**src/aib_phy_pkg.sv**
```systemverilog
// PHY word control bit positions and debug status layout, shared by link and sync logic
package aib_phy_pkg;

  ////////////////////////////////////////////////////////////////////////////
  // PHY word
  ////////////////////////////////////////////////////////////////////////////

  // One channel word per clk_wr cycle
  localparam int PHY_W       = 80;

  // Alignment strobe, periodic
  localparam int STB_BIT     = 79;
  // User marker bit
  localparam int MRK_BIT     = 78;
  // Sender has finished its online delay
  localparam int ONLINE_BIT  = 77;
  // Link word sits in the low bits below ONLINE_BIT

  ////////////////////////////////////////////////////////////////////////////
  // Sync configuration
  ////////////////////////////////////////////////////////////////////////////

  // Width of the X, Y and Z delay values
  localparam int DELAY_W     = 16;

  ////////////////////////////////////////////////////////////////////////////
  // Debug status words, 32 bits each
  ////////////////////////////////////////////////////////////////////////////

  localparam int TX_DBG_BIT  = 19;
  localparam int RX_DBG_BIT  = 18;
  // Receive word only
  localparam int OVF_DBG_BIT = 0;

endpackage

```
**src/lpif_flit_pkg.sv**
```systemverilog
// Link word layout for the logic-link flit, imported by the producer, buffer and consumer
package lpif_flit_pkg;

  ////////////////////////////////////////////////////////////////////////////
  // Link word size
  ////////////////////////////////////////////////////////////////////////////

  // Whole flit as carried below the PHY control bits
  localparam int FLIT_W        = 77;

  ////////////////////////////////////////////////////////////////////////////
  // Field widths and offsets, MSB first
  ////////////////////////////////////////////////////////////////////////////

  // Link state
  localparam int STATE_W       = 4;
  localparam int STATE_LSB     = 73;

  // Protocol id
  localparam int PROTID_W      = 2;
  localparam int PROTID_LSB    = 71;

  // Payload data
  localparam int DATA_W        = 64;
  localparam int DATA_LSB      = 7;

  // Payload qualifier
  localparam int DVALID_BIT    = 6;

  // CRC nibble and its qualifier
  localparam int CRC_W         = 4;
  localparam int CRC_LSB       = 2;
  localparam int CRC_VALID_BIT = 1;

  // Flit present in this word
  localparam int VALID_BIT     = 0;

endpackage
```
**src/lpif_link_top.sv**
```systemverilog
// Logic-link transmit/receive top that joins auto-sync, producer, receive buffer and consumer
`timescale 1ns/1ps

module lpif_link_top
  import lpif_flit_pkg::*;
  import aib_phy_pkg::*;
#(
  parameter int FIFO_DEPTH = 8,
  parameter int FIFO_START = 2
) (
  input  logic                clk_wr,
  input  logic                rst_n,

  // Control
  input  logic                tx_online,
  input  logic                rx_online,

  // PHY channel
  output logic [PHY_W-1:0]    tx_phy0,
  input  logic [PHY_W-1:0]    rx_phy0,

  // Downstream flit
  input  logic [STATE_W-1:0]  dstrm_state,
  input  logic [PROTID_W-1:0] dstrm_protid,
  input  logic [DATA_W-1:0]   dstrm_data,
  input  logic [0:0]          dstrm_dvalid,
  input  logic [CRC_W-1:0]    dstrm_crc,
  input  logic [0:0]          dstrm_crc_valid,
  input  logic [0:0]          dstrm_valid,

  // Upstream flit
  output logic [STATE_W-1:0]  ustrm_state,
  output logic [PROTID_W-1:0] ustrm_protid,
  output logic [DATA_W-1:0]   ustrm_data,
  output logic [0:0]          ustrm_dvalid,
  output logic [CRC_W-1:0]    ustrm_crc,
  output logic [0:0]          ustrm_crc_valid,
  output logic [0:0]          ustrm_valid,

  // Debug status
  output logic [31:0]         tx_downstream_debug_status,
  output logic [31:0]         rx_upstream_debug_status,

  // Configuration
  input  logic [0:0]          tx_mrk_userbit,
  input  logic [DELAY_W-1:0]  delay_x_value,
  input  logic [DELAY_W-1:0]  delay_y_value,
  input  logic [DELAY_W-1:0]  delay_z_value
);

  logic              tx_online_delay;
  logic              rx_online_delay;
  logic              strobe_tick;
  logic [FLIT_W-1:0] pop_data;
  logic              not_empty;
  logic              pop;
  logic              overflow;

  ////////////////////////////////////////////////////////////////////////////
  // Online sequencing and strobe
  ////////////////////////////////////////////////////////////////////////////

  lpif_auto_sync u_auto_sync (
    .clk_wr          (clk_wr),
    .rst_n           (rst_n),
    .tx_online       (tx_online),
    .rx_online       (rx_online),
    .delay_x_value   (delay_x_value),
    .delay_y_value   (delay_y_value),
    .delay_z_value   (delay_z_value),
    .tx_online_delay (tx_online_delay),
    .rx_online_delay (rx_online_delay),
    .strobe_tick     (strobe_tick)
  );

  ////////////////////////////////////////////////////////////////////////////
  // Transmit path
  ////////////////////////////////////////////////////////////////////////////

  lpif_flit_pack u_flit_pack (
    .clk_wr          (clk_wr),
    .rst_n           (rst_n),
    .dstrm_state     (dstrm_state),
    .dstrm_protid    (dstrm_protid),
    .dstrm_data      (dstrm_data),
    .dstrm_dvalid    (dstrm_dvalid),
    .dstrm_crc       (dstrm_crc),
    .dstrm_crc_valid (dstrm_crc_valid),
    .dstrm_valid     (dstrm_valid),
    .tx_online_delay (tx_online_delay),
    .strobe_tick     (strobe_tick),
    .tx_mrk_userbit  (tx_mrk_userbit),
    .tx_phy0         (tx_phy0)
  );

  ////////////////////////////////////////////////////////////////////////////
  // Receive path
  ////////////////////////////////////////////////////////////////////////////

  lpif_rx_align_fifo #(
    .FIFO_DEPTH (FIFO_DEPTH),
    .FIFO_START (FIFO_START)
  ) u_rx_align_fifo (
    .clk_wr          (clk_wr),
    .rst_n           (rst_n),
    .rx_phy0         (rx_phy0),
    .rx_online_delay (rx_online_delay),
    .pop             (pop),
    .pop_data        (pop_data),
    .not_empty       (not_empty),
    .overflow        (overflow)
  );

  lpif_flit_unpack u_flit_unpack (
    .clk_wr          (clk_wr),
    .rst_n           (rst_n),
    .pop_data        (pop_data),
    .not_empty       (not_empty),
    .pop             (pop),
    .ustrm_state     (ustrm_state),
    .ustrm_protid    (ustrm_protid),
    .ustrm_data      (ustrm_data),
    .ustrm_dvalid    (ustrm_dvalid),
    .ustrm_crc       (ustrm_crc),
    .ustrm_crc_valid (ustrm_crc_valid),
    .ustrm_valid     (ustrm_valid)
  );

  ////////////////////////////////////////////////////////////////////////////
  // Debug status
  ////////////////////////////////////////////////////////////////////////////

  // Both words show the two online levels
  always_comb begin
    tx_downstream_debug_status             = '0;
    tx_downstream_debug_status[TX_DBG_BIT] = tx_online_delay;
    tx_downstream_debug_status[RX_DBG_BIT] = rx_online_delay;

    rx_upstream_debug_status              = '0;
    rx_upstream_debug_status[TX_DBG_BIT]  = tx_online_delay;
    rx_upstream_debug_status[RX_DBG_BIT]  = rx_online_delay;
    // Receive side adds the sticky drop flag
    rx_upstream_debug_status[OVF_DBG_BIT] = overflow;
  end

endmodule

```
**src/lpif_flit_unpack.sv**
```systemverilog
// Receive consumer that pops link words and drives the registered upstream flit fields
`timescale 1ns/1ps

module lpif_flit_unpack
  import lpif_flit_pkg::*;
(
  input  logic                clk_wr,
  input  logic                rst_n,

  // From the receive buffer
  input  logic [FLIT_W-1:0]   pop_data,
  input  logic                not_empty,
  output logic                pop,

  // Upstream flit fields
  output logic [STATE_W-1:0]  ustrm_state,
  output logic [PROTID_W-1:0] ustrm_protid,
  output logic [DATA_W-1:0]   ustrm_data,
  output logic [0:0]          ustrm_dvalid,
  output logic [CRC_W-1:0]    ustrm_crc,
  output logic [0:0]          ustrm_crc_valid,
  output logic [0:0]          ustrm_valid
);

  // No back-pressure upstream
  assign pop = not_empty;

  ////////////////////////////////////////////////////////////////////////////
  // Field split
  ////////////////////////////////////////////////////////////////////////////

  always_ff @(posedge clk_wr or negedge rst_n) begin
    if (!rst_n) begin
      ustrm_state     <= '0;
      ustrm_protid    <= '0;
      ustrm_data      <= '0;
      ustrm_dvalid    <= '0;
      ustrm_crc       <= '0;
      ustrm_crc_valid <= '0;
      ustrm_valid     <= '0;
    end else begin
      // One-cycle pulse per popped flit
      ustrm_valid[0] <= pop & pop_data[VALID_BIT];
      // Fields hold between flits
      if (pop) begin
        ustrm_state        <= pop_data[STATE_LSB +: STATE_W];
        ustrm_protid       <= pop_data[PROTID_LSB +: PROTID_W];
        ustrm_data         <= pop_data[DATA_LSB +: DATA_W];
        ustrm_dvalid[0]    <= pop_data[DVALID_BIT];
        ustrm_crc          <= pop_data[CRC_LSB +: CRC_W];
        ustrm_crc_valid[0] <= pop_data[CRC_VALID_BIT];
      end
    end
  end

endmodule

```
**src/lpif_rx_align_fifo.sv**
```systemverilog
// Receive buffer that aligns on the PHY strobe and releases link words after a fill threshold
`timescale 1ns/1ps

module lpif_rx_align_fifo
  import lpif_flit_pkg::*;
  import aib_phy_pkg::*;
#(
  parameter int FIFO_DEPTH = 8,
  parameter int FIFO_START = 2
) (
  input  logic              clk_wr,
  input  logic              rst_n,

  input  logic [PHY_W-1:0]  rx_phy0,
  input  logic              rx_online_delay,

  // Consumer side
  input  logic              pop,
  output logic [FLIT_W-1:0] pop_data,
  output logic              not_empty,

  // Sticky
  output logic              overflow
);

  localparam int PTR_W = (FIFO_DEPTH > 1) ? $clog2(FIFO_DEPTH) : 1;
  localparam int CNT_W = $clog2(FIFO_DEPTH + 1);

  logic              aligned;
  logic              push;
  logic              push_ok;
  logic              full;
  logic              draining;
  logic [PTR_W-1:0]  wr_ptr;
  logic [PTR_W-1:0]  rd_ptr;
  logic [CNT_W-1:0]  count;
  logic [CNT_W-1:0]  count_next;
  logic [FLIT_W-1:0] mem [FIFO_DEPTH];

  // Wrap at depth, works for any depth
  function automatic logic [PTR_W-1:0] next_ptr(input logic [PTR_W-1:0] ptr);
    return (ptr == PTR_W'(FIFO_DEPTH - 1)) ? '0 : ptr + 1'b1;
  endfunction

  ////////////////////////////////////////////////////////////////////////////
  // Strobe alignment and push filter
  ////////////////////////////////////////////////////////////////////////////

  always_ff @(posedge clk_wr or negedge rst_n) begin
    if (!rst_n) begin
      aligned <= 1'b0;
    end else if (!rx_online_delay) begin
      aligned <= 1'b0;
    end else if (rx_phy0[STB_BIT]) begin
      aligned <= 1'b1;
    end
  end

  // Strobe word itself is not taken, aligned is still low there
  assign push    = aligned & rx_phy0[ONLINE_BIT] & rx_phy0[VALID_BIT];
  assign full    = (count == CNT_W'(FIFO_DEPTH));
  assign push_ok = push & ~full;

  ////////////////////////////////////////////////////////////////////////////
  // Circular store
  ////////////////////////////////////////////////////////////////////////////

  always_ff @(posedge clk_wr) begin
    if (push_ok) begin
      mem[wr_ptr] <= rx_phy0[FLIT_W-1:0];
    end
  end

  assign pop_data = mem[rd_ptr];

  always_comb begin
    count_next = count;
    case ({push_ok, pop})
      2'b10:   count_next = count + 1'b1;
      2'b01:   count_next = count - 1'b1;
      default: count_next = count;
    endcase
  end

  always_ff @(posedge clk_wr or negedge rst_n) begin
    if (!rst_n) begin
      wr_ptr <= '0;
      rd_ptr <= '0;
      count  <= '0;
    end else begin
      if (push_ok) begin
        wr_ptr <= next_ptr(wr_ptr);
      end
      if (pop) begin
        rd_ptr <= next_ptr(rd_ptr);
      end
      count <= count_next;
    end
  end

  ////////////////////////////////////////////////////////////////////////////
  // Start threshold and overflow
  ////////////////////////////////////////////////////////////////////////////

  // Held back until FIFO_START entries, then drains until empty
  assign not_empty = (count != '0) & (draining | (count >= CNT_W'(FIFO_START)));

  always_ff @(posedge clk_wr or negedge rst_n) begin
    if (!rst_n) begin
      draining <= 1'b0;
      overflow <= 1'b0;
    end else begin
      // Empty re-arms the threshold
      draining <= (count_next != '0) & (draining | not_empty);
      if (push & full) begin
        overflow <= 1'b1;
      end
    end
  end

  // Consumer honours the release gate
  a_pop_gated : assert property (
    @(posedge clk_wr) disable iff (!rst_n) pop |-> not_empty);

  a_count_bound : assert property (
    @(posedge clk_wr) disable iff (!rst_n) count <= CNT_W'(FIFO_DEPTH));

endmodule

```
**src/lpif_flit_pack.sv**
```systemverilog
// Transmit producer that packs downstream flit fields into the registered PHY word
`timescale 1ns/1ps

module lpif_flit_pack
  import lpif_flit_pkg::*;
  import aib_phy_pkg::*;
(
  input  logic                clk_wr,
  input  logic                rst_n,

  // Downstream flit fields
  input  logic [STATE_W-1:0]  dstrm_state,
  input  logic [PROTID_W-1:0] dstrm_protid,
  input  logic [DATA_W-1:0]   dstrm_data,
  input  logic [0:0]          dstrm_dvalid,
  input  logic [CRC_W-1:0]    dstrm_crc,
  input  logic [0:0]          dstrm_crc_valid,
  input  logic [0:0]          dstrm_valid,

  // From auto-sync
  input  logic                tx_online_delay,
  input  logic                strobe_tick,

  input  logic [0:0]          tx_mrk_userbit,

  output logic [PHY_W-1:0]    tx_phy0
);

  logic [FLIT_W-1:0] link_word;
  logic [PHY_W-1:0]  phy_next;

  ////////////////////////////////////////////////////////////////////////////
  // Link word packing
  ////////////////////////////////////////////////////////////////////////////

  always_comb begin
    link_word = '0;
    link_word[STATE_LSB +: STATE_W]   = dstrm_state;
    link_word[PROTID_LSB +: PROTID_W] = dstrm_protid;
    link_word[DATA_LSB +: DATA_W]     = dstrm_data;
    link_word[DVALID_BIT]             = dstrm_dvalid[0];
    link_word[CRC_LSB +: CRC_W]       = dstrm_crc;
    link_word[CRC_VALID_BIT]          = dstrm_crc_valid[0];
    link_word[VALID_BIT]              = dstrm_valid[0];
  end

  ////////////////////////////////////////////////////////////////////////////
  // PHY word
  ////////////////////////////////////////////////////////////////////////////

  always_comb begin
    phy_next = '0;
    // Strobe runs even before online, for receive alignment
    phy_next[STB_BIT]    = strobe_tick;
    phy_next[MRK_BIT]    = tx_mrk_userbit[0] & tx_online_delay;
    phy_next[ONLINE_BIT] = tx_online_delay;
    // Payload quiet until online
    if (tx_online_delay) begin
      phy_next[FLIT_W-1:0] = link_word;
    end
  end

  // One cycle from dstrm fields to the channel
  always_ff @(posedge clk_wr or negedge rst_n) begin
    if (!rst_n) begin
      tx_phy0 <= '0;
    end else begin
      tx_phy0 <= phy_next;
    end
  end

endmodule

```
**src/lpif_auto_sync.sv**
```systemverilog
// Online delay sequencing and strobe period generation, instantiated once by the link top
`timescale 1ns/1ps

module lpif_auto_sync
  import aib_phy_pkg::*;
(
  input  logic               clk_wr,
  input  logic               rst_n,

  // Raw online requests
  input  logic               tx_online,
  input  logic               rx_online,

  // Delays in clk_wr cycles
  input  logic [DELAY_W-1:0] delay_x_value,
  input  logic [DELAY_W-1:0] delay_y_value,
  input  logic [DELAY_W-1:0] delay_z_value,

  output logic               tx_online_delay,
  output logic               rx_online_delay,
  output logic               strobe_tick
);

  // Channel 0 is transmit, channel 1 is receive
  logic [1:0]         sync_req;
  logic [DELAY_W-1:0] sync_limit [2];
  // One extra bit so the count can reach limit + 1
  logic [DELAY_W:0]   sync_cnt   [2];
  logic [1:0]         sync_lvl;

  logic [DELAY_W-1:0] z_last;
  logic [DELAY_W-1:0] z_cnt;

  ////////////////////////////////////////////////////////////////////////////
  // Online delays
  ////////////////////////////////////////////////////////////////////////////

  // Receive only counts once transmit is fully online
  // tx_online term drops rx in the same edge as tx
  assign sync_req[0]   = tx_online;
  assign sync_req[1]   = rx_online & tx_online & sync_lvl[0];

  assign sync_limit[0] = delay_x_value;
  assign sync_limit[1] = delay_y_value;

  always_ff @(posedge clk_wr or negedge rst_n) begin
    if (!rst_n) begin
      for (int i = 0; i < 2; i++) begin
        sync_cnt[i] <= '0;
        sync_lvl[i] <= 1'b0;
      end
    end else begin
      for (int i = 0; i < 2; i++) begin
        if (!sync_req[i]) begin
          // Request gone, restart from zero
          sync_cnt[i] <= '0;
          sync_lvl[i] <= 1'b0;
        end else begin
          // Saturate at limit + 1
          if (sync_cnt[i] <= {1'b0, sync_limit[i]}) begin
            sync_cnt[i] <= sync_cnt[i] + 1'b1;
          end
          // Level rises limit + 1 edges after the first high sample
          sync_lvl[i] <= (sync_cnt[i] > {1'b0, sync_limit[i]});
        end
      end
    end
  end

  assign tx_online_delay = sync_lvl[0];
  assign rx_online_delay = sync_lvl[1];

  ////////////////////////////////////////////////////////////////////////////
  // Strobe period
  ////////////////////////////////////////////////////////////////////////////

  // Zero period behaves as one
  assign z_last = (delay_z_value == '0) ? '0 : delay_z_value - 1'b1;

  always_ff @(posedge clk_wr or negedge rst_n) begin
    if (!rst_n) begin
      z_cnt       <= '0;
      strobe_tick <= 1'b0;
    end else if (z_cnt >= z_last) begin
      // Also recovers if Z shrinks below the running count
      z_cnt       <= '0;
      strobe_tick <= 1'b1;
    end else begin
      z_cnt       <= z_cnt + 1'b1;
      strobe_tick <= 1'b0;
    end
  end

  // Receive side never comes up ahead of transmit
  a_rx_after_tx : assert property (
    @(posedge clk_wr) disable iff (!rst_n) rx_online_delay |-> tx_online_delay);

endmodule

```
**config.mk**
```make
export PLATFORM = sky130hd
export DESIGN_NAME = lpif_link_top
export DESIGN_NICKNAME = d
export VERILOG_FILES = /design/src/aib_phy_pkg.sv /design/src/lpif_flit_pkg.sv /design/src/lpif_link_top.sv /design/src/lpif_flit_unpack.sv /design/src/lpif_rx_align_fifo.sv /design/src/lpif_flit_pack.sv /design/src/lpif_auto_sync.sv
export SDC_FILE = /design/constraint.sdc
export NUM_CORES = 1
export LEC_CHECK = 0
export ABC_AREA = 1
export ABC_CLOCK_PERIOD_IN_PS = 7010
export BUFFER_PORTS_ARGS = -buffer_cell sky130_fd_sc_hd__buf_2
export CAP_MARGIN = 15
export CORE_UTILIZATION = 30
export DETAILED_ROUTE_END_ITERATION = 12
export GPL_TIMING_DRIVEN = 0
export PLACE_DENSITY_LB_ADDON = 0.1
export SLEW_MARGIN = 10
export SYNTH_ARGS = -nofsm -noshare
export SYNTH_HDL_FRONTEND = slang
export SYNTH_SLANG_ARGS = --single-unit
```
**constraint.sdc**
```tcl
create_clock -name clk_wr -period 7.01 [get_ports clk_wr]
set_clock_uncertainty 0.05 [all_clocks]
set_input_delay 1.402 -clock clk_wr [delete_from_list [all_inputs] [get_ports clk_wr]]
set_output_delay 1.402 -clock clk_wr [all_outputs]
set_load 0.02 [all_outputs]
```
==> summary.txt, run 1 <==
Synth
  – Cell count after synthesis: 2947
  – Count leader, synth: edfxtp_1
  – Top cells by area, synth: edfxtp_1 (53%), dfrtp_1 (16%), o21ai_0 (4.8%)
  – Warnings, synthesis: 0
  – Post-Syn Area: 34900 sq um
  – #FFs+latches synth: 839
  – Post-synth EDFFs: 616
  – Post-synth top area share: 0.531
  – Primary FF master, synth: edfxtp_1
  – Area leader, netlist: edfxtp_1
  – Yosys cell types: 49
  – Post-synth top cells: edfxtp_1 (616), nor2_1 (427), o21ai_0 (334)
  – Seq/Total Area, Yosys: 0.691
  – Asr flop ratio synth: 0.266
  – Syn avg cell area: 11.8 sq um

Clocking
  – Root Driver: clkbuf_16
  – Clock buffer depth: 3
  – Clock sinks: 839
  – Later-pin clock latency in the skew report: 0.69 ns
  – Clk slew on worst S/H paths: 0.05 ns
  – Post-CTS resize count: 0
  – Post-CTS Setup Bufs: 0
  – Inserted Clock Buffers: 98
  – Hold buffer count at cts: 0
  – H-tree levels: 3
  – CTS tree: built

STA
  – Setup ws final: 3.41 ns
  – Max Clock Freq: 0.278 GHz
  – Final Max Slew Viols: 0
  – Worst Max-Slew Pin Slew: 1.12 ns
  – Final min period: 3.60 ns
  – RSZ-0062 raised after global routing: false
  – Fin. Hold Viols: 0
  – Fin crit share: 0.513
  – Slew Limit Headroom: 0.255
  – Final setup vio count: 0
  – Worst hold slack: 0.294 ns

Critical path
  – Buf/Inv on CP: 2
  – Max Fanout on Critical Path: 10
  – Worst-path cell chain: buf_2, or2_1, nor2_2, nand3_1, nor2_1, nand2_1, xor2_1, nand2_1, ha_1, nand4_1, nor3_1, nand3_1, nand3_1, buf_2, nor2_1
  – Kind of critical path: primary input to flop
  – Cell repeated most along the worst path: nand3_1
  – Delay-heaviest family, CP: simple AND/OR/NAND/NOR gates
  – Max stage delay cell, worst path: ha_1
  – CP peak stage delay: 0.33 ns
  – Startpoint Class: primary input
  – CP arrival: 4.09 ns
  – WP data required: 7.50 ns
  – Kind of end point of the critical path: flop

Global routing
  – Vias in the first global route: 23687
  – Gr usage total: 0.183
  – First-pass GRT wire length: 159000 microns
  – Largest net degree at the start of global routing: 97
  – Grt ovf: 0
  – Initial antenna violation count: 23

Floorplan
  – I/O pin count: 431
  – Die area: 118000 sq um
  – Std-Cell Rows: 124
  – Die span in x: 343 microns
  – Starting Density: 0.304
  – Core area: 115000 sq um
  – Die height: 343 microns

Pwr
  – P_sw: 5.75 mW
  – PnR Total Power: 15.7 mW
  – Pwr Density: 365 nW/um^2
  – Lkg Pwr: 17.6 nW
  – Clock power frac: 0.324
  – Worst vdd ir: 0.217 mV
  – P_int: 9.92 mW
  – Gate power share: 0.305
  – Sequential Power Share: 0.372
  – Sw frac: 0.367

Place
  – DPL Wire Length: 71500 microns
  – Pre-CTS WS: 2.67 ns
  – Port Buffers: 370
  – RePlAce Congestion: 0.798
  – DP Area: 39700 sq um

Run
  – Max-cap violations: 0

Detailed routing
  – Via count: 23724
  – Antenna viol nets, final: 0
  – Post-route DRC: 0
  – DR WL/cell: 21.2 microns
  – Pre-Repair DR Iteration Count: 5
  – DRT iter0 DRCs: 1535
  – Post-DR vias/cell: 4.64
  – Post-Route WL: 108000 microns

Cells and area
  – Design area: 42900 sq um
  – P&R area growth vs syn: 23.2%
  – Final Util: 0.374
  – Share of cells above drive strength 1: 0.200
  – Nets: 3780

Outcome
  – Outcome: finished, final reports clean

Worst hold path
  – Worst Hold Class: flop to flop
[cells in the final DEF (no fill, tap or decap), drive strengths merged, types with 5 or more instances in the layout]
master / netlist / final
nand4: 16 / 16
edfxtp: 616 / 616
ha: 60 / 60
o21ai: 401 / 401
diode: 0 / 7
xor2: 25 / 25
clkinv: 1 / 29
o221ai: 153 / 153
nand3: 149 / 149
xnor2: 10 / 10
nor2: 436 / 436
buf: 129 / 533
or2: 5 / 5
conb: 1 / 59
nor3: 17 / 17
nand3b: 5 / 5
dfrtp: 223 / 223
inv: 261 / 265
a21oi: 25 / 25
clkbuf: 90 / 236
nand2: 302 / 302
[power groups by stage]
stage | Sequential, mW | Clock (mW) | Combinational [mW]
2_1_floorplan | 6.18 | 0 | 2.45
3_3_place_gp | 5.93 | 0 | 4.87
3_5_place_dp | 5.93 | 0 | 4.87
4_1_cts | 5.83 | 5.22 | 4.89
5_1_grt | 5.86 | 5.40 | 5.29
6_report | 5.82 | 5.07 | 4.78
[registers in the layout (all words and copies together) (netlist names), 3 cells and up]
register and count:
u_flit_unpack.ustrm_data 64, u_rx_align_fifo.mem 616, u_flit_unpack.ustrm_crc 4, u_flit_pack.tx_phy0 80
u_auto_sync.z_cnt 16, u_rx_align_fifo.count 4, u_flit_unpack.ustrm_state 4, u_auto_sync.sync_cnt 34
u_rx_align_fifo.rd_ptr 3, u_rx_align_fifo.wr_ptr 3
[per-layer routing]
| layer | track usage | wire (microns) | part of all wire | vias to the layer above |
|---|---|---|---|---|
| li1 | - | - | - | 11413 |
| met1 | 0.244 | 47900 | 0.44 | 11525 |
| met2 | 0.303 | 51800 | 0.48 | 596 |
| met3 | 0.0351 | 6050 | 0.056 | 172 |
| met4 | 0.0476 | 2580 | 0.024 | 18 |
| met5 | 0 | 115 | 0.0011 | - |
[worst reg2reg max path, delay by kind of cell, from the launching register on]
kind | cells | cell delay, ns
AO/OA/AOI/OAI | 2 | 0.44
adder cells (fa/ha/maj) | 2 | 0.64
buffers and inverters | 3 | 0.82
flip-flops | 1 | 0.42
AND/OR/NAND/NOR | 6 | 1.03
[through the flow]
| step | setup TNS (ns) | std cells |
|---|---|---|
| 2_1_floorplan | 0 | 3005 |
| 3_3_place_gp | -1964.42 | 4887 |
| 3_5_place_dp | 0 | 4921 |
| 4_1_cts | 0 | 5104 |
| 5_1_grt | 0 | 5105 |
| 6_report | 0 | 5111 |
[worst paths after layout]
path                                          start                  endpoint  slack [ns]  cells after the start
min reg2reg                 u_auto_sync.strobe_tick   u_flit_pack.tx_phy0[79]        0.29                      0
min in group asynchronous                     rst_n  u_auto_sync.sync_cnt[18]        0.56                      1
max                                delay_z_value[5]      u_auto_sync.z_cnt[7]        3.41                     15
min                         u_auto_sync.strobe_tick   u_flit_pack.tx_phy0[79]        0.29                      0
max reg2reg                u_rx_align_fifo.count[1]  u_rx_align_fifo.draining        3.50                     13
max in group asynchronous                     rst_n   u_flit_pack.tx_phy0[29]        4.96                      3
[area by class of cell]
type | instances | area, sq um
clock buffer | 146 | 2900
inverter | 262 | 983
antenna | 7 | 17.5
buffer | 219 | 1200
timing repair buffer | 404 | 2660
clock inverter | 37 | 340
multi-input combinational | 1685 | 8870
sequential | 839 | 24100
fill | 11420 | 71900
tap | 1512 | 1890
[cell families (layout without fill, tap and decap cells)]
family | after synthesis | count (layout) | synth area share
flops | 839 | 839 | 0.691
other cells | 1 | 66 | 0.000108
compound gates | 594 | 594 | 0.104
xor+xnor | 35 | 35 | 0.00879
fa+ha+maj | 61 | 61 | 0.0221
simple gates | 936 | 936 | 0.112
buf+inv | 481 | 1068 | 0.0626
(Power assumes the default switching activity.)
==> run 2, diff against run 1 <==
ABC_AREA = 0   (was 1)
ABC_CLOCK_PERIOD_IN_PS = 3150   (was 7010)
clock period = 3.15 ns   (was 7.01 ns; I/O delays follow)
==> run 2 against run 1 <==
  * Power up 54%
  * Final area down 2.4%
  * Synthesized cell count down 34%
  * Via count down 22%
  * First-iteration DRC count down 50%
  * Clock power up 120%
  * Flip-flop and latch count unchanged
  * Register-to-register slack worse by 3.3 ns
  * Worst hold slack worse by 0.17 ns
  * Sequential share of layout area up 1.4 points
  * Critical path type is now flop to flop
  * Largest cell class unchanged
  * Largest power group unchanged
  * Highest routed layer unchanged
==> summary.txt, run 2 <==
Critical path
  – Startpoint Class: flop
  – Kind of critical path: flop to flop
  – Reg2reg end: u_rx_align_fifo.draining
  – CP arrival: 3.47 ns
  – Worst-path cell chain: nor4b_4, nand4b_1, ha_2, inv_1, fa_1, xor2_1, o21ai_0, or3_1, o21ai_0, o31ai_1
  – Worst reg2reg path depth: 10
  – Max Fanout on Critical Path: 6
  – R2r setup slk: 0.16 ns
  – WP data required: 3.63 ns
  – CP peak stage delay: 0.50 ns
  – Kind of end point of the critical path: flop
  – Buf/Inv on CP: 1
  – Delay-heaviest family, CP: simple AND/OR/NAND/NOR gates
  – Cell repeated most along the worst path: o21ai_0
  – Max stage delay cell, worst path: dfrtp_1
  – FF-to-FF Start: u_rx_align_fifo.count[1]

Detailed routing
  – Post-DR vias/cell: 4.56
  – Antenna viol nets, final: 0
  – DRT iter0 DRCs: 769
  – Pre-Repair DR Iteration Count: 4
  – DR WL/cell: 21.7 microns
  – Via count: 18598
  – Post-route DRC: 0
  – Post-Route WL: 88400 microns

Worst hold path
  – Hold Path Stages: 2
  – Worst Hold Class: primary input to flop
  – Hold_sp: dstrm_data[25]
  – WHS Endpoint: u_flit_pack.tx_phy0[32]

Synth
  – Cell count after synthesis: 1931
  – Post-Syn Area: 33500 sq um
  – Asr flop ratio synth: 0.266
  – #FFs+latches synth: 839
  – Warnings, synthesis: 0
  – Area leader, netlist: edfxtp_1
  – Post-synth top cells: edfxtp_1 (616), dfrtp_1 (223), mux4_2 (154)
  – Post-synth top area share: 0.552
  – Top cells by area, synth: edfxtp_1 (55%), dfrtp_1 (17%), mux4_2 (10%)
  – Seq/Total Area, Yosys: 0.719
  – Primary FF master, synth: edfxtp_1
  – Count leader, synth: edfxtp_1
  – Post-synth EDFFs: 616
  – Syn avg cell area: 17.3 sq um
  – Yosys cell types: 51

STA
  – Slew Limit Headroom: 0.337
  – Fin. Hold Viols: 0
  – Fin crit share: 0.949
  – RSZ-0062 raised after global routing: false
  – Worst hold slack: 0.120 ns
  – Setup ws final: 0.160 ns
  – Final Max Slew Viols: 0
  – TNS Setup: 0 ns
  – Final min period: 2.99 ns
  – Worst Max-Slew Pin Slew: 0.995 ns
  – Final setup vio count: 0
  – Max Clock Freq: 0.334 GHz

Floorplan
  – Core area: 111000 sq um
  – Die height: 336 microns
  – Die span in x: 336 microns
  – Std-Cell Rows: 122
  – Starting Density: 0.303
  – Die area: 113000 sq um
  – I/O pin count: 431

Cells and area
  – P&R area growth vs syn: 25.1%
  – Multi-input logic area: 8820 sq um
  – Largest registers: u_rx_align_fifo.mem x616, u_flit_pack.tx_phy0 x80, u_flit_unpack.ustrm_data x64
  – Commonest cells after routing, fill and taps aside: edfxtp_1 (616), buf_2 (391), dfrtp_1 (223)
  – Most common cell after layout, fill and taps aside: edfxtp_1
  – Fill cells: 10403
  – Nets: 2776
  – Biggest register: u_rx_align_fifo.mem
  – Flip-flop and latch area: 24100 sq um
  – Max reg flops: 616
  – Share of cells above drive strength 1: 0.334
  – Final Util: 0.379

Place
  – Port Buffers: 370
  – Pre-CTS WS: -1.25 ns
  – DPL Wire Length: 60600 microns
  – RePlAce Congestion: 0.778

Clocking
  – Root Driver: clkbuf_16
  – Clock buffer depth: 3
  – Clock sinks: 839
  – H-tree levels: 3
  – CTS tree: built
  – Later-pin clock latency in the skew report: 0.67 ns
  – Clk slew on worst S/H paths: 0.06 ns
  – Inserted Clock Buffers: 96

Global routing
  – First-pass GRT wire length: 129000 microns
  – Grt ovf: 0
  – Largest net degree at the start of global routing: 100
  – Gr usage total: 0.157
  – Vias in the first global route: 19668
  – Initial antenna violation count: 26

Pwr
  – Worst vdd ir: 0.370 mV
  – PnR Total Power: 24.1 mW
  – Lkg Pwr: 15.8 nW
  – Pwr Density: 575 nW/um^2

Outcome
  – Outcome: finished, final reports clean

Run
  – Max-cap violations: 0
==> run 2: cell count changes after synthesis, moves of 153 or more <==
| cell | delta |
|---|---|
| nand2_1 | -170 |
| nor2_1 | -397 |
| o21ai_0 | -238 |
| o221ai_1 | -153 |
| mux4_2 | +154 |
| inv_1 | -206 |
==> run 2: where the power goes <==
group          internal [mW]  leakage (nW)  switching, mW
Clock                   6.57          1.57           4.59
Combinational          0.380          5.64          0.545
Sequential              11.9          8.63         0.0902
Total                   18.9          15.8           5.22
==> run 2: layer usage <==
layer	part of all wire	GRT usage	wire (microns)
met2	0.50	0.271	44200
met1	0.42	0.192	36800
met5	0.0022	0	196
met3	0.060	0.0436	5290
met4	0.022	0.0402	1920
==> run 2: kinds of logic (layout without fill, tap and decap cells) <==
kind of cell,Yosys count,count (layout),share of synthesized area
AOI/OAI and AO/OA,204,204,0.0351
other,1,62,0.000112
buffers and inverters,199,799,0.0309
muxes,233,233,0.127
DFF,839,839,0.719
xor gates and xnor gates,34,34,0.00889
adders and majority gates,61,61,0.0230
and+or+nand+nor,360,360,0.0558
==> run 2: layout make-up <==
class | count | area share
Sequential cell | 839 | 0.575
Multi-Input combinational cell | 951 | 0.210
Timing Repair Buffer | 419 | 0.0680
Clock buffer | 127 | 0.0637
Tap cell | 1488 | 0.0444
Buffer | 146 | 0.0211
Clock inverter | 55 | 0.0129
Inverter | 52 | 0.00466
Antenna cell | 3 | 0.000179
==> run 2: what timing repair did <==
action	in CTS	in global routing
resized for setup	1	4
endpoints found under the hold margin	53	0
setup buffers	1	2
pin swaps	1	2
endpoints found under the setup margin	5	13
hold buffers	1	0
==> run 2: worst max-delay path by stage <==
| stage | slack [ns] | startpoint | depth (start not counted) | end |
|---|---|---|---|---|
| finish | 0.16 | u_rx_align_fifo.count[1] | 10 | u_rx_align_fifo.draining |
| global route | 0.01 | u_rx_align_fifo.rd_ptr[0] | 6 | u_flit_unpack.ustrm_data[45] |
| CTS | 0.05 | u_rx_align_fifo.count[0] | 10 | u_rx_align_fifo.draining |
| detailed placement | -1.25 | u_rx_align_fifo.count[2] | 11 | u_rx_align_fifo.draining |
| global placement | -3.61 | rx_phy0[0] | 4 | u_rx_align_fifo.mem[2][42] |
| floorplan | -0.52 | u_rx_align_fifo.count[3] | 4 | u_rx_align_fifo.mem[2][0] |
==> run 2: through the flow <==
stage                     instance area (sq um)  instances
after floorplan                           33900       1989
after global placement                    37700       3847
after detailed placement                  38600       3892
after CTS                                 41900       4075
after global routing                      41900       4077
final                                     41900       4080
